[src/spi_debug_pkg.sv]
package spi_debug_pkg;

    localparam int XLEN = 32;
    localparam logic [XLEN-1:0] RESET_PC = 32'h0000_1000;
    localparam logic [XLEN-1:0] PC_STEP = 32'd4;     // One instruction per core cycle.
    localparam int LED_WIDTH = 3;
    localparam int REG_SEL_WIDTH = 5;

    // Word replies are preceded by a byte that carries this count.
    localparam logic [7:0] REPLY_BYTES = 8'(XLEN / 8);

    typedef enum logic [7:0] {
        CMD_NOP           = 8'h00,
        CMD_ECHO          = 8'h01,
        CMD_TOGGLE_LED    = 8'h02,
        CMD_ENABLE_CLOCK  = 8'h03,
        CMD_DISABLE_CLOCK = 8'h04,
        CMD_STEP_CLOCK    = 8'h05,
        CMD_GET_PC        = 8'h06,
        CMD_GET_REG       = 8'h07,
        CMD_READ_FLASH    = 8'h08,
        CMD_ECHO_CC       = 8'hCC
    } dbg_cmd_e;

    typedef enum logic [1:0] {
        ST_IDLE,
        ST_ECHO,
        ST_READ_REG,
        ST_REPLYING
    } dbg_state_e;

endpackage

[src/spi_target.sv]
module spi_target (
    input  logic       clk,
    input  logic       rst,
    input  logic       sclk,
    input  logic       mosi,
    input  logic       ss_n,
    output logic       miso,
    input  logic [7:0] tx_byte,
    output logic [7:0] rx_byte,
    output logic       rx_valid
);

    logic [1:0] sclk_sync;
    logic [1:0] mosi_sync;
    logic [1:0] ss_sync;
    logic       sclk_q;
    logic       ss_q;
    logic       sclk_rise;
    logic       sclk_fall;
    logic       ss_fall;
    logic       ss_active;
    logic [2:0] bit_cnt;
    logic [6:0] rx_shift;
    logic [7:0] tx_shift;
    logic       load_req;

    always_ff @(posedge clk) begin
        if (rst) begin
            sclk_sync <= 2'b00;
            mosi_sync <= 2'b00;
            ss_sync   <= 2'b11;                    // Deselected until the host says otherwise.
        end else begin
            sclk_sync <= {sclk_sync[0], sclk};
            mosi_sync <= {mosi_sync[0], mosi};
            ss_sync   <= {ss_sync[0], ss_n};
        end
    end

    assign ss_active = ~ss_sync[1];
    assign sclk_rise = sclk_sync[1] & ~sclk_q;
    assign sclk_fall = ~sclk_sync[1] & sclk_q;
    assign ss_fall   = ~ss_sync[1] & ss_q;

    always_ff @(posedge clk) begin
        if (rst) begin
            sclk_q   <= 1'b0;
            ss_q     <= 1'b1;
            bit_cnt  <= 3'd0;
            rx_valid <= 1'b0;
        end else begin
            sclk_q   <= sclk_sync[1];
            ss_q     <= ss_sync[1];
            rx_valid <= 1'b0;
            if (!ss_active) begin
                bit_cnt <= 3'd0;                   // A new select always starts on a byte boundary.
            end else if (sclk_rise) begin
                bit_cnt  <= bit_cnt + 3'd1;
                rx_valid <= (bit_cnt == 3'd7);
            end
        end
    end

    always_ff @(posedge clk) begin
        if (ss_active && sclk_rise) begin
            rx_shift <= {rx_shift[5:0], mosi_sync[1]};
            if (bit_cnt == 3'd7) begin
                rx_byte <= {rx_shift, mosi_sync[1]};
            end
        end
    end

    // The reply byte is taken one clk after the strobe so that the controller has updated it.
    always_ff @(posedge clk) begin
        if (rst) begin
            load_req <= 1'b0;
            tx_shift <= 8'h00;
        end else begin
            load_req <= rx_valid | ss_fall;
            if (load_req) begin
                tx_shift <= tx_byte;
            end else if (ss_active && sclk_fall && bit_cnt != 3'd0) begin
                tx_shift <= {tx_shift[6:0], 1'b0};
            end
        end
    end

    // The falling edge after the last bit leaves the freshly loaded byte in place.
    assign miso = ss_active & tx_shift[7];

endmodule

[src/debug_cmd_ctrl.sv]
module debug_cmd_ctrl (
    input  logic                                    clk,
    input  logic                                    rst,
    input  logic [7:0]                              rx_byte,
    input  logic                                    rx_valid,
    output logic [7:0]                              tx_byte,
    output logic                                    core_tick,
    output logic [spi_debug_pkg::REG_SEL_WIDTH-1:0] reg_sel,
    input  logic [spi_debug_pkg::XLEN-1:0]          pc,
    input  logic [spi_debug_pkg::XLEN-1:0]          reg_data,
    output logic                                    led_toggle
);

    spi_debug_pkg::dbg_state_e     state;
    spi_debug_pkg::dbg_cmd_e       cmd;
    logic [spi_debug_pkg::XLEN-1:0] send_buf;
    logic [7:0]                    send_cnt;
    logic                          clk_en;
    logic                          step_pend;

    assign cmd       = spi_debug_pkg::dbg_cmd_e'(rx_byte);
    assign reg_sel   = rx_byte[spi_debug_pkg::REG_SEL_WIDTH-1:0]; // Index byte of GET_REG.
    assign core_tick = clk_en | step_pend;

    always_ff @(posedge clk) begin
        if (rst) begin
            tx_byte    <= 8'h00;
            state      <= spi_debug_pkg::ST_IDLE;
            send_cnt   <= 8'd0;
            clk_en     <= 1'b1;
            step_pend  <= 1'b0;
            led_toggle <= 1'b0;
        end else begin
            step_pend <= 1'b0;
            if (rx_valid) begin
                case (state)
                    spi_debug_pkg::ST_IDLE: begin
                        case (cmd)
                            spi_debug_pkg::CMD_NOP: begin
                                tx_byte <= 8'h00;
                            end
                            spi_debug_pkg::CMD_ECHO: begin
                                tx_byte <= spi_debug_pkg::CMD_ECHO;
                                state   <= spi_debug_pkg::ST_ECHO;
                            end
                            spi_debug_pkg::CMD_TOGGLE_LED: begin
                                tx_byte    <= 8'h00;
                                led_toggle <= ~led_toggle;
                            end
                            spi_debug_pkg::CMD_ENABLE_CLOCK: begin
                                tx_byte <= 8'h00;
                                clk_en  <= 1'b1;
                            end
                            spi_debug_pkg::CMD_DISABLE_CLOCK: begin
                                tx_byte <= 8'h00;
                                clk_en  <= 1'b0;
                            end
                            spi_debug_pkg::CMD_STEP_CLOCK: begin
                                tx_byte   <= 8'h00;
                                step_pend <= ~clk_en;  // A running core needs no extra tick.
                            end
                            spi_debug_pkg::CMD_GET_PC: begin
                                tx_byte  <= spi_debug_pkg::REPLY_BYTES;
                                send_cnt <= spi_debug_pkg::REPLY_BYTES;
                                state    <= spi_debug_pkg::ST_REPLYING;
                            end
                            spi_debug_pkg::CMD_GET_REG: begin
                                tx_byte <= 8'h00;
                                state   <= spi_debug_pkg::ST_READ_REG;
                            end
                            spi_debug_pkg::CMD_ECHO_CC: begin
                                tx_byte <= 8'hCC;
                            end
                            default: begin
                                tx_byte <= 8'hFF;      // No flash here, so READ_FLASH lands here too.
                            end
                        endcase
                    end
                    spi_debug_pkg::ST_ECHO: begin
                        tx_byte <= rx_byte;
                        state   <= spi_debug_pkg::ST_IDLE;
                    end
                    spi_debug_pkg::ST_READ_REG: begin
                        tx_byte  <= 8'h00;
                        send_cnt <= spi_debug_pkg::REPLY_BYTES;
                        state    <= spi_debug_pkg::ST_REPLYING;
                    end
                    spi_debug_pkg::ST_REPLYING: begin
                        tx_byte  <= send_buf[spi_debug_pkg::XLEN-1 -: 8];
                        send_cnt <= send_cnt - 8'd1;
                        if (send_cnt == 8'd1) begin
                            state <= spi_debug_pkg::ST_IDLE;
                        end
                    end
                    default: begin
                        tx_byte <= 8'hFF;
                        state   <= spi_debug_pkg::ST_IDLE;
                    end
                endcase
            end
        end
    end

    // Word being returned, most significant byte first.
    always_ff @(posedge clk) begin
        if (rx_valid) begin
            if (state == spi_debug_pkg::ST_IDLE && cmd == spi_debug_pkg::CMD_GET_PC) begin
                send_buf <= pc;
            end else if (state == spi_debug_pkg::ST_READ_REG) begin
                send_buf <= reg_data;
            end else if (state == spi_debug_pkg::ST_REPLYING) begin
                send_buf <= send_buf << 8;
            end
        end
    end

endmodule

[src/step_core.sv]
module step_core (
    input  logic                                    clk,
    input  logic                                    rst,
    input  logic                                    core_tick,
    input  logic [spi_debug_pkg::REG_SEL_WIDTH-1:0] reg_sel,
    output logic [spi_debug_pkg::XLEN-1:0]          reg_data,
    output logic [spi_debug_pkg::XLEN-1:0]          pc,
    output logic [spi_debug_pkg::LED_WIDTH-1:0]     gpio
);

    logic [spi_debug_pkg::XLEN-1:0]          regs [0:2**spi_debug_pkg::REG_SEL_WIDTH-1];
    logic [spi_debug_pkg::REG_SEL_WIDTH-1:0] wr_sel;

    assign wr_sel = pc[spi_debug_pkg::REG_SEL_WIDTH+1:2];

    always_ff @(posedge clk) begin
        if (rst) begin
            pc <= spi_debug_pkg::RESET_PC;
        end else if (core_tick) begin
            pc <= pc + spi_debug_pkg::PC_STEP;
        end
    end

    // Each cycle leaves a trace of the old PC, so the register contents follow from the PC.
    always_ff @(posedge clk) begin
        if (rst) begin
            for (int i = 0; i < 2**spi_debug_pkg::REG_SEL_WIDTH; i++) begin
                regs[i] <= '0;
            end
        end else if (core_tick && wr_sel != '0) begin
            regs[wr_sel] <= pc;                    // Register 0 is never written.
        end
    end

    assign reg_data = regs[reg_sel];
    assign gpio     = pc[spi_debug_pkg::LED_WIDTH+1:2];

endmodule

[src/spi_debug_soc.sv]
module spi_debug_soc (
    input  logic                                clk,
    input  logic                                rst,
    input  logic                                spi_sclk,
    input  logic                                spi_mosi,
    input  logic                                spi_ss_n,
    output logic                                spi_miso,
    output logic [spi_debug_pkg::LED_WIDTH-1:0] led
);

    logic [7:0]                              tx_byte;
    logic [7:0]                              rx_byte;
    logic                                    rx_valid;
    logic                                    core_tick;
    logic [spi_debug_pkg::REG_SEL_WIDTH-1:0] reg_sel;
    logic [spi_debug_pkg::XLEN-1:0]          pc;
    logic [spi_debug_pkg::XLEN-1:0]          reg_data;
    logic                                    led_toggle;
    logic [spi_debug_pkg::LED_WIDTH-1:0]     gpio;

    spi_target i_spi (
        .clk      (clk),
        .rst      (rst),
        .sclk     (spi_sclk),
        .mosi     (spi_mosi),
        .ss_n     (spi_ss_n),
        .miso     (spi_miso),
        .tx_byte  (tx_byte),
        .rx_byte  (rx_byte),
        .rx_valid (rx_valid)
    );

    debug_cmd_ctrl i_ctrl (
        .clk        (clk),
        .rst        (rst),
        .rx_byte    (rx_byte),
        .rx_valid   (rx_valid),
        .tx_byte    (tx_byte),
        .core_tick  (core_tick),
        .reg_sel    (reg_sel),
        .pc         (pc),
        .reg_data   (reg_data),
        .led_toggle (led_toggle)
    );

    step_core i_core (
        .clk       (clk),
        .rst       (rst),
        .core_tick (core_tick),
        .reg_sel   (reg_sel),
        .reg_data  (reg_data),
        .pc        (pc),
        .gpio      (gpio)
    );

    // The debug toggle shares bit 0 with the core's own output.
    always_ff @(posedge clk) begin
        if (rst) begin
            led <= '0;
        end else begin
            led <= gpio | {{(spi_debug_pkg::LED_WIDTH-1){1'b0}}, led_toggle};
        end
    end

endmodule

[config.mk]
export PLATFORM = sky130hd
export DESIGN_NAME = spi_debug_soc
export DESIGN_NICKNAME = d
export VERILOG_FILES = /design/src/spi_debug_pkg.sv /design/src/spi_target.sv /design/src/debug_cmd_ctrl.sv /design/src/step_core.sv /design/src/spi_debug_soc.sv
export SDC_FILE = /design/constraint.sdc
export NUM_CORES = 1
export LEC_CHECK = 0
export ABC_AREA = 0
export BUFFER_PORTS_ARGS = -buffer_cell sky130_fd_sc_hd__buf_4
export CAP_MARGIN = 20
export CELL_PAD_IN_SITES_DETAIL_PLACEMENT = 1
export CELL_PAD_IN_SITES_GLOBAL_PLACEMENT = 2
export CORE_MARGIN = 5
export CORE_UTILIZATION = 48
export CTS_BUF_LIST = sky130_fd_sc_hd__clkbuf_2 sky130_fd_sc_hd__clkbuf_4 sky130_fd_sc_hd__clkbuf_8
export DETAILED_ROUTE_END_ITERATION = 7
export GPL_TIMING_DRIVEN = 0
export PLACE_DENSITY_LB_ADDON = 0.1
export SYNTH_ARGS = -nofsm -noshare
export SYNTH_HDL_FRONTEND = slang
export SYNTH_HIERARCHICAL = 1
export SYNTH_SLANG_ARGS = --single-unit
[constraint.sdc]
create_clock -name clk -period 3.3 [get_ports clk]
set_input_delay 0.165 -clock clk [delete_from_list [all_inputs] [get_ports clk]]
set_output_delay 0.165 -clock clk [all_outputs]
set_load 0.01 [all_outputs]
==> results.toml, run 1 <==
[power]
p_sw_mw = 6.30
vdd_ir_drop_max_mv = 0.320
power_density_nw_per_um2 = 509
p_int_mw = 21.9
power_frac_comb_pct = 3.0
power_frac_clock_pct = 41.8
cellLeakagePower_nw = 20.8
pwr-share-seq_pct = 55.2
p_sw_share_pct = 22.4

[timing]
maxSlewViolCount = 0
fmax_ghz = 0.305
hold_violations = 0
setup_viol = 0
fin_crit_ns = 3.28
worstMarginPinSlew_ns = 1.34
rsz0062_at_grt = "yes"
final.setup.worst_slack_ns = 0.0247
slew_headroom_pct = 10.4
skew_ns = 0.0411
fin_crit_sh_pct = 99.3

[setup_path]
cp.arrival_ns = 3.82
cp-end-kind = "flop"
cp_max_fo = 10
worst_setup_path_start_kind = "flop"
critPathBufInv = 3
rr_startpoint = "i_spi/rx_byte[0]$_DFFE_PP_"
crit_chain = "buf_4, nor2b_1, clkbuf_4, buf_1, a22oi_1, a31oi_1, nand3_1, mux2i_1, o21ai_2"
critPathKind = "flop to flop"
max_stage_delay_ns = 0.56
r2r-end = "i_ctrl/send_buf[31]$_DFFE_PP_"
cp_slowest_cell = "edfxtp_1"
r2r_slack_ns = 0.02
reg2reg_depth = 9
cp_top_family = "buffers and inverters"
worst_ep_required_time_ns = 3.85

[clock_tree]
cts-root-buf = "clkbuf_8"
cts_tree = "done"
numCtsBuffers = 185
htree_levels = 4
clk_pin_slew_ns = 0.06
insertion_delay_ns = 0.87
ctsLongestPathBuffers = 3
cts.sinks = 1082

[cells_and_area]
nets = 4050
syn_to_final_growth_pct = 12.6
layout_commonest_cell = "edfxtp_1"
final_cell_mix = "edfxtp_1, and2_1, mux2i_1, nor3_1, clkbuf_8"
final_layout_size_suffix_gt1_share_pct = 13.7
final_area_um2 = 55400
final_core_util_pct = 54.4

[placement]
placedInstanceArea_um2 = 51400
place_ws_ns = -0.669
place_congestion = 0.848
hpwl_um = 108000
port-buffer-count = 8

[route]
wl_per_cell_um = 27.2
drtAntennaViolNets = 0
drt_wl_total_um = 151000
vias = 31800
via_per_inst = 5.72
drt-pass1-iter-count = 5
drc = 0
drt_iter0_markers = 2840

[synthesis]
yosys.area_share.xor_xnor_pct = 0.534
syn_inst = 3734
async_flop_share_pct = 0
synth_top_family_by_area = "simple AND/OR/NAND/NOR gates"
ys.flop_type = "edfxtp_1"
synth_compound_area_share_pct = 5.32
synth-seq-area-share_pct = 64.5
synthAdderAreaFrac_pct = 0.229
synthesis.area_um2 = 49200
synth_cell_type_count = 70
avgSynthCellArea_um2 = 13.2
yosys.area_share.simple_pct = 15.6
yosys_warnings = 6
synth_edf_count = 1007
muxShareOfSynthArea_pct = 10.4
ys_ff_latch = 1082

[grt]
grt_pass1_vias = 32700
top_usage_layer = "met2"
grt_max_degree = 33
use_met3_pct = 3.86
globalRouteOverflowTotal = 0
grt_pass1_wl_um = 216000
grtUsageMet1_pct = 37.0
antenna_found_initial = 8
grtUsageTotal_pct = 27.4
grtUsageMet2_pct = 45.2

[floorplanning]
core_um2 = 102000
initial_core_util_pct = 48.3
die_y_um = 330
dieArea_um2 = 109000
rows = 117
ios = 9
die_x_um = 330

[min_path]
holdCritStartpoint = "spi_ss_n"
whs_path_depth = 3
hold_end = "i_spi/ss_sync[0]$_SDFF_PP1_"
hold_class = "input port to flop"

[status]
status = "completed"

[run]
maxCapViolations = 0
cell families after synthesis:
| logic type | count (synthesis) |
|---|---|
| flip-flops | 1082 |
| other | 1 |
| multiplexers | 513 |
| adder cells (fa/ha/maj) | 9 |
| AO/OA/AOI/OAI | 369 |
| XOR/XNOR | 30 |
| buffers and inverters | 384 |
| AND/OR/NAND/NOR | 1346 |
layer usage:
layer	vias to the layer above	routed length, um
met5	-	0
met4	0	5810
met3	254	7470
met2	905	72500
met1	16500	65600
li1	14200	-
tightest hold or removal path: stages:
cell and delay [ns]:
dlygate4sd3_1 0.55, buf_4 0.11, or2_2 0.09
worst max path at each step:
stage / endpoint / startpoint / cells past startpoint / slack (ns)
2_1_floorplan: i_ctrl/send_buf[0]$_DFFE_PP_ / i_spi/rx_byte[0]$_DFFE_PP_ / 4 / 0.34
3_3_place_gp: i_ctrl/send_buf[31]$_DFFE_PP_ / i_spi/rx_byte[0]$_DFFE_PP_ / 9 / -0.72
3_5_place_dp: i_ctrl/send_buf[31]$_DFFE_PP_ / i_spi/rx_byte[0]$_DFFE_PP_ / 10 / -0.67
4_1_cts: i_ctrl/send_buf[19]$_DFFE_PP_ / i_spi/rx_byte[0]$_DFFE_PP_ / 10 / 0.01
5_1_grt: i_core/regs[26][23]$_SDFFCE_PN0P_ / i_core/pc[2]$_SDFFE_PP0P_ / 8 / -0.04
6_report: i_ctrl/send_buf[31]$_DFFE_PP_ / i_spi/rx_byte[0]$_DFFE_PP_ / 9 / 0.02
area by class of cell:
cell class	instances	area (um2)
Fill cell	10300	46300
Sequential cell	1082	31700
Multi-Input combinational cell	2360	16300
Clock buffer	260	3150
Tap cell	1368	1710
Buffer	358	1660
Clock inverter	77	405
Timing Repair Buffer	23	307
Inverter	26	97.6
Antenna cell	10	25.0
Yosys cell counts (all sizes together) (31+ instances only):
| library cell | number | share of area [%] |
|---|---|---|
| nor3 | 195 | 2.0 |
| nor2 | 108 | 0.95 |
| a22o | 68 | 1.2 |
| nand3 | 108 | 1.1 |
| mux2i | 510 | 10 |
| a21oi | 105 | 1.1 |
| edfxtp | 1007 | 61 |
| buf | 144 | 1.5 |
| a31oi | 31 | 0.39 |
| or2 | 40 | 0.51 |
| a22oi | 90 | 1.4 |
| and2 | 689 | 8.8 |
| nand2 | 138 | 1.1 |
| dfxtp | 75 | 3.1 |
| o21ai | 31 | 0.32 |
| clkbuf | 214 | 1.6 |
through the flow:
step	instances	TNS (ns)	total power [mW]	hold WS, ns
final	5564	0	28.2	0.0796
after global routing	5556	-0.254	29.2	0.0343
after CTS	5546	0	28.5	0.0106
after detailed placement	5193	-218.66	16.6	0.378
after global placement	5188	-202.27	16.6	0.357
after floorplan	3812	0	16.3	0.237
state kept, by name, indices dropped and copies added, names as in the netlist, 3 cells and up:
| name | flops |
|---|---|
| i_ctrl/send_buf | 32 |
| i_spi/rx_shift | 7 |
| i_ctrl/send_cnt | 8 |
| i_spi/tx_shift | 8 |
| i_core/regs | 960 |
| i_core/pc | 30 |
| i_spi/bit_cnt | 3 |
| i_ctrl/tx_byte | 8 |
| led | 3 |
| i_spi/rx_byte | 8 |
repair_timing:
item / 4_1_cts / 5_1_grt
setup buffers: 4 / 0
resized for setup: 77 / 41
endpoints found under the hold margin: 30 / 0
cloned: 6 / 8
setup endpoints to repair: 1022 / 308
pin swaps: 0 / 0
hold buffers: 6 / 0
power by group through the flow:
stage / Combinational [mW] / Clock (mW) / Sequential (mW)
global route: 0.908 / 12.7 / 15.6
finish: 0.846 / 11.8 / 15.6
CTS: 0.829 / 12.1 / 15.6
global placement: 0.758 / 0 / 15.8
floorplan: 0.478 / 0 / 15.8
detailed placement: 0.778 / 0 / 15.8
(Power assumes the default switching activity.)
==> run 2: changes to the inputs <==
--- a/config.mk
+++ b/config.mk
@@ -6,5 +6,5 @@
 export NUM_CORES = 1
 export LEC_CHECK = 0
-export ABC_AREA = 0
+export ABC_AREA = 1
 export BUFFER_PORTS_ARGS = -buffer_cell sky130_fd_sc_hd__buf_4
 export CAP_MARGIN = 20
@@ -12,5 +12,5 @@
 export CELL_PAD_IN_SITES_GLOBAL_PLACEMENT = 2
 export CORE_MARGIN = 5
-export CORE_UTILIZATION = 48
+export CORE_UTILIZATION = 43
 export CTS_BUF_LIST = sky130_fd_sc_hd__clkbuf_2 sky130_fd_sc_hd__clkbuf_4 sky130_fd_sc_hd__clkbuf_8
 export DETAILED_ROUTE_END_ITERATION = 7
==> constraint.sdc (replaced) <==
create_clock -name clk -period 3.3 [get_ports clk]
set_input_delay 0.495 -clock clk [delete_from_list [all_inputs] [get_ports clk]]
set_output_delay 0.495 -clock clk [all_outputs]
set_load 0.01 [all_outputs]
==> results.toml, run 2 <==
[clock_tree]
clk_pin_slew_ns = 0.06
ctsLongestPathBuffers = 3
insertion_delay_ns = 0.90
numCtsBuffers = 188
cts-root-buf = "clkbuf_8"
cts.sinks = 1082
cts_tree = "done"
htree_levels = 4

[timing]
hold_violations = 0
fin_crit_sh_pct = 99.0
slew_headroom_pct = 22.7
fin_crit_ns = 3.27
skew_ns = 0.0475
setup_viol = 0
maxSlewViolCount = 0
holdWs_ns = 0.356
fmax_ghz = 0.306
rsz0062_at_grt = "no"
fin_tns_setup_ns = 0
worstMarginPinSlew_ns = 1.16
final.setup.worst_slack_ns = 0.0322

[power]
power_frac_clock_pct = 42.3
cellLeakagePower_nw = 21.5
power_frac_comb_pct = 3.2
vdd_ir_drop_max_mv = 0.293
p_sw_mw = 6.50
p_int_mw = 22.1
p_sw_share_pct = 22.7
pwr-share-seq_pct = 54.5
power_density_nw_per_um2 = 510

[synthesis]
yosys_warnings = 6
synth-seq-area-share_pct = 64.6
synth_top_area_share_pct = 61.6
yosysTopAreaCell = "edfxtp_1"
synth_edf_count = 1007
synth_area_leaders = "edfxtp_1, nand2_1, nand3_1"
avgSynthCellArea_um2 = 9.50
synth_cell_type_count = 43
synth.most_common_cell = "nand2_1"
ys_ff_latch = 1082
syn_inst = 5170
async_flop_share_pct = 0
synthesis.area_um2 = 49100
ys.flop_type = "edfxtp_1"
synthTopCellsByCount = "nand2_1, edfxtp_1, nor2_1"

[floorplanning]
die_y_um = 348
ios = 9
rows = 124
initial_core_util_pct = 43.1
core_um2 = 114000
die_x_um = 348
dieArea_um2 = 121000

[grt]
grt_max_degree = 39
grt_pass1_wl_um = 271000
antenna_found_initial = 3
globalRouteOverflowTotal = 0
grtUsageTotal_pct = 31.0
grt_pass1_vias = 39700

[route]
drt_iter0_markers = 3457
vias = 39500
drt_wl_total_um = 190000
via_per_inst = 5.52
drtAntennaViolNets = 0
drc = 0
drt-pass1-iter-count = 5
wl_per_cell_um = 26.6

[placement]
port-buffer-count = 8
place_congestion = 0.920
place_inst = 6789
place_ws_ns = -1.12
hpwl_um = 134000

[setup_path]
path_depth = 13
crit_chain = "buf_6, clkinv_4, buf_4, clkbuf_1, nand3_1, nand3_1, nand2_1, nand2_1, nand2_1, nand2_1, nand2_1, nand3_1, a31oi_1"
max_stage_delay_ns = 0.56
cp.arrival_ns = 3.85
critPathBufInv = 4
rr_startpoint = "i_spi/rx_byte[1]$_DFFE_PP_"
reg2reg_depth = 13
crit_top_cell = "nand2_1"
cp_slowest_cell = "clkbuf_1"
critPathKind = "flop to flop"
cp_max_fo = 10
worst_ep_required_time_ns = 3.89
worst_setup_path_start_kind = "flop"
cp_top_family = "buffers and inverters"
cp-end-kind = "flop"
crit_path_start = "i_spi/rx_byte[1]$_DFFE_PP_"

[min_path]
holdCritStartpoint = "spi_ss_n"
hold_class = "input port to flop"
whs_path_depth = 3

[cells_and_area]
top_register = "i_core/regs"
final_core_util_pct = 49.2
finalNonFillerCells = 7154
layout_commonest_cell = "nand2_1"
largest_reg_flops = 960
syn_to_final_growth_pct = 14.2
reg_top3 = "i_core/regs x960, i_ctrl/send_buf x32, i_core/pc x30"
nets = 5499
final_cell_mix = "nand2_1, edfxtp_1, nor2_1, nand3_1, clkbuf_8"
final_layout_size_suffix_gt1_share_pct = 11.7

[status]
status = "completed"

[run]
maxCapViolations = 0
## run 2: cell count changes in the layout (fill, tap and decap cells not counted), sizes merged, moves of 170 or more
| cell | before | now |
|---|---|---|
| nand3 | 108 | 793 |
| nor3 | 195 | 25 |
| mux2i | 510 | 0 |
| nor2 | 108 | 969 |
| and2 | 689 | 0 |
| nand2 | 138 | 1576 |
## run 2: worst paths after layout
check        slack, ns                             to
max               0.03  i_ctrl/send_buf[23]$_DFFE_PP_
min               0.36    i_spi/ss_sync[0]$_SDFF_PP1_
max reg2reg       0.03  i_ctrl/send_buf[23]$_DFFE_PP_
min reg2reg       0.41    i_spi/ss_sync[1]$_SDFF_PP1_
## run 2: routing by layer
layer	up-vias	global-route usage, %	routed length, um
met1	19800	40.4	76900
met2	1527	50.6	88200
met4	0	15.3	10800
met5	-	0	0
li1	17800	-	-
met3	410	5.29	14600
## run 2: power groups by stage
stage          Combinational, mW  Sequential, mW  Clock [mW]
2_1_floorplan              0.461            15.8           0
3_3_place_gp               0.765            15.9           0
3_5_place_dp               0.846            15.9           0
4_1_cts                    0.892            15.6        12.4
5_1_grt                    0.960            15.6        13.0
6_report                   0.906            15.6        12.1
## run 2: layout make-up
type                       instances  area, um2
antenna                            2       5.00
clock buffer                     256       3120
tap                             1512       1890
clock inverter                    89        538
fill                           13200      57800
multi-input combinational       3586      15300
buffer                           420       2160
timing repair buffer              47        678
inverter                         160        616
sequential                      1082      31700
## run 2: logic make-up after synthesis
family                     count (synthesis)  synth area share, %
AOI/OAI and AO/OA                        111                 1.33
xor gates and xnor gates                   5               0.0892
adders and majority gates                  9                0.229
buffers and inverters                    581                 5.29
DFF                                     1082                 64.6
other                                      1              0.00764
and+or+nand+nor                         3381                 28.4
## run 2: metrics by stage
step	power, mW	cell area [um2]
2_1_floorplan	16.3	49400
3_3_place_gp	16.6	51400
3_5_place_dp	16.7	51800
4_1_cts	28.9	55900
5_1_grt	29.6	56100
6_report	28.6	56100
## run 2: timing repair
action	in CTS	in global routing
setup endpoints to repair	1430	143
endpoints found under the hold margin	6	0
pin swaps	3	0
gates cloned	1	0
setup buffers	12	0
hold buffers	4	0
gates resized for setup	87	48
## run 2: worst reg2reg max path, cell delays in order (launching register included)
cell	delay [ns]
edfxtp_1	0.49
buf_6	0.24
clkinv_4	0.21
buf_4	0.37
clkbuf_1	0.56
nand3_1	0.15
nand3_1	0.17
nand2_1	0.07
nand2_1	0.06
nand2_1	0.13
nand2_1	0.13
nand2_1	0.15
nand3_1	0.12
a31oi_1	0.14
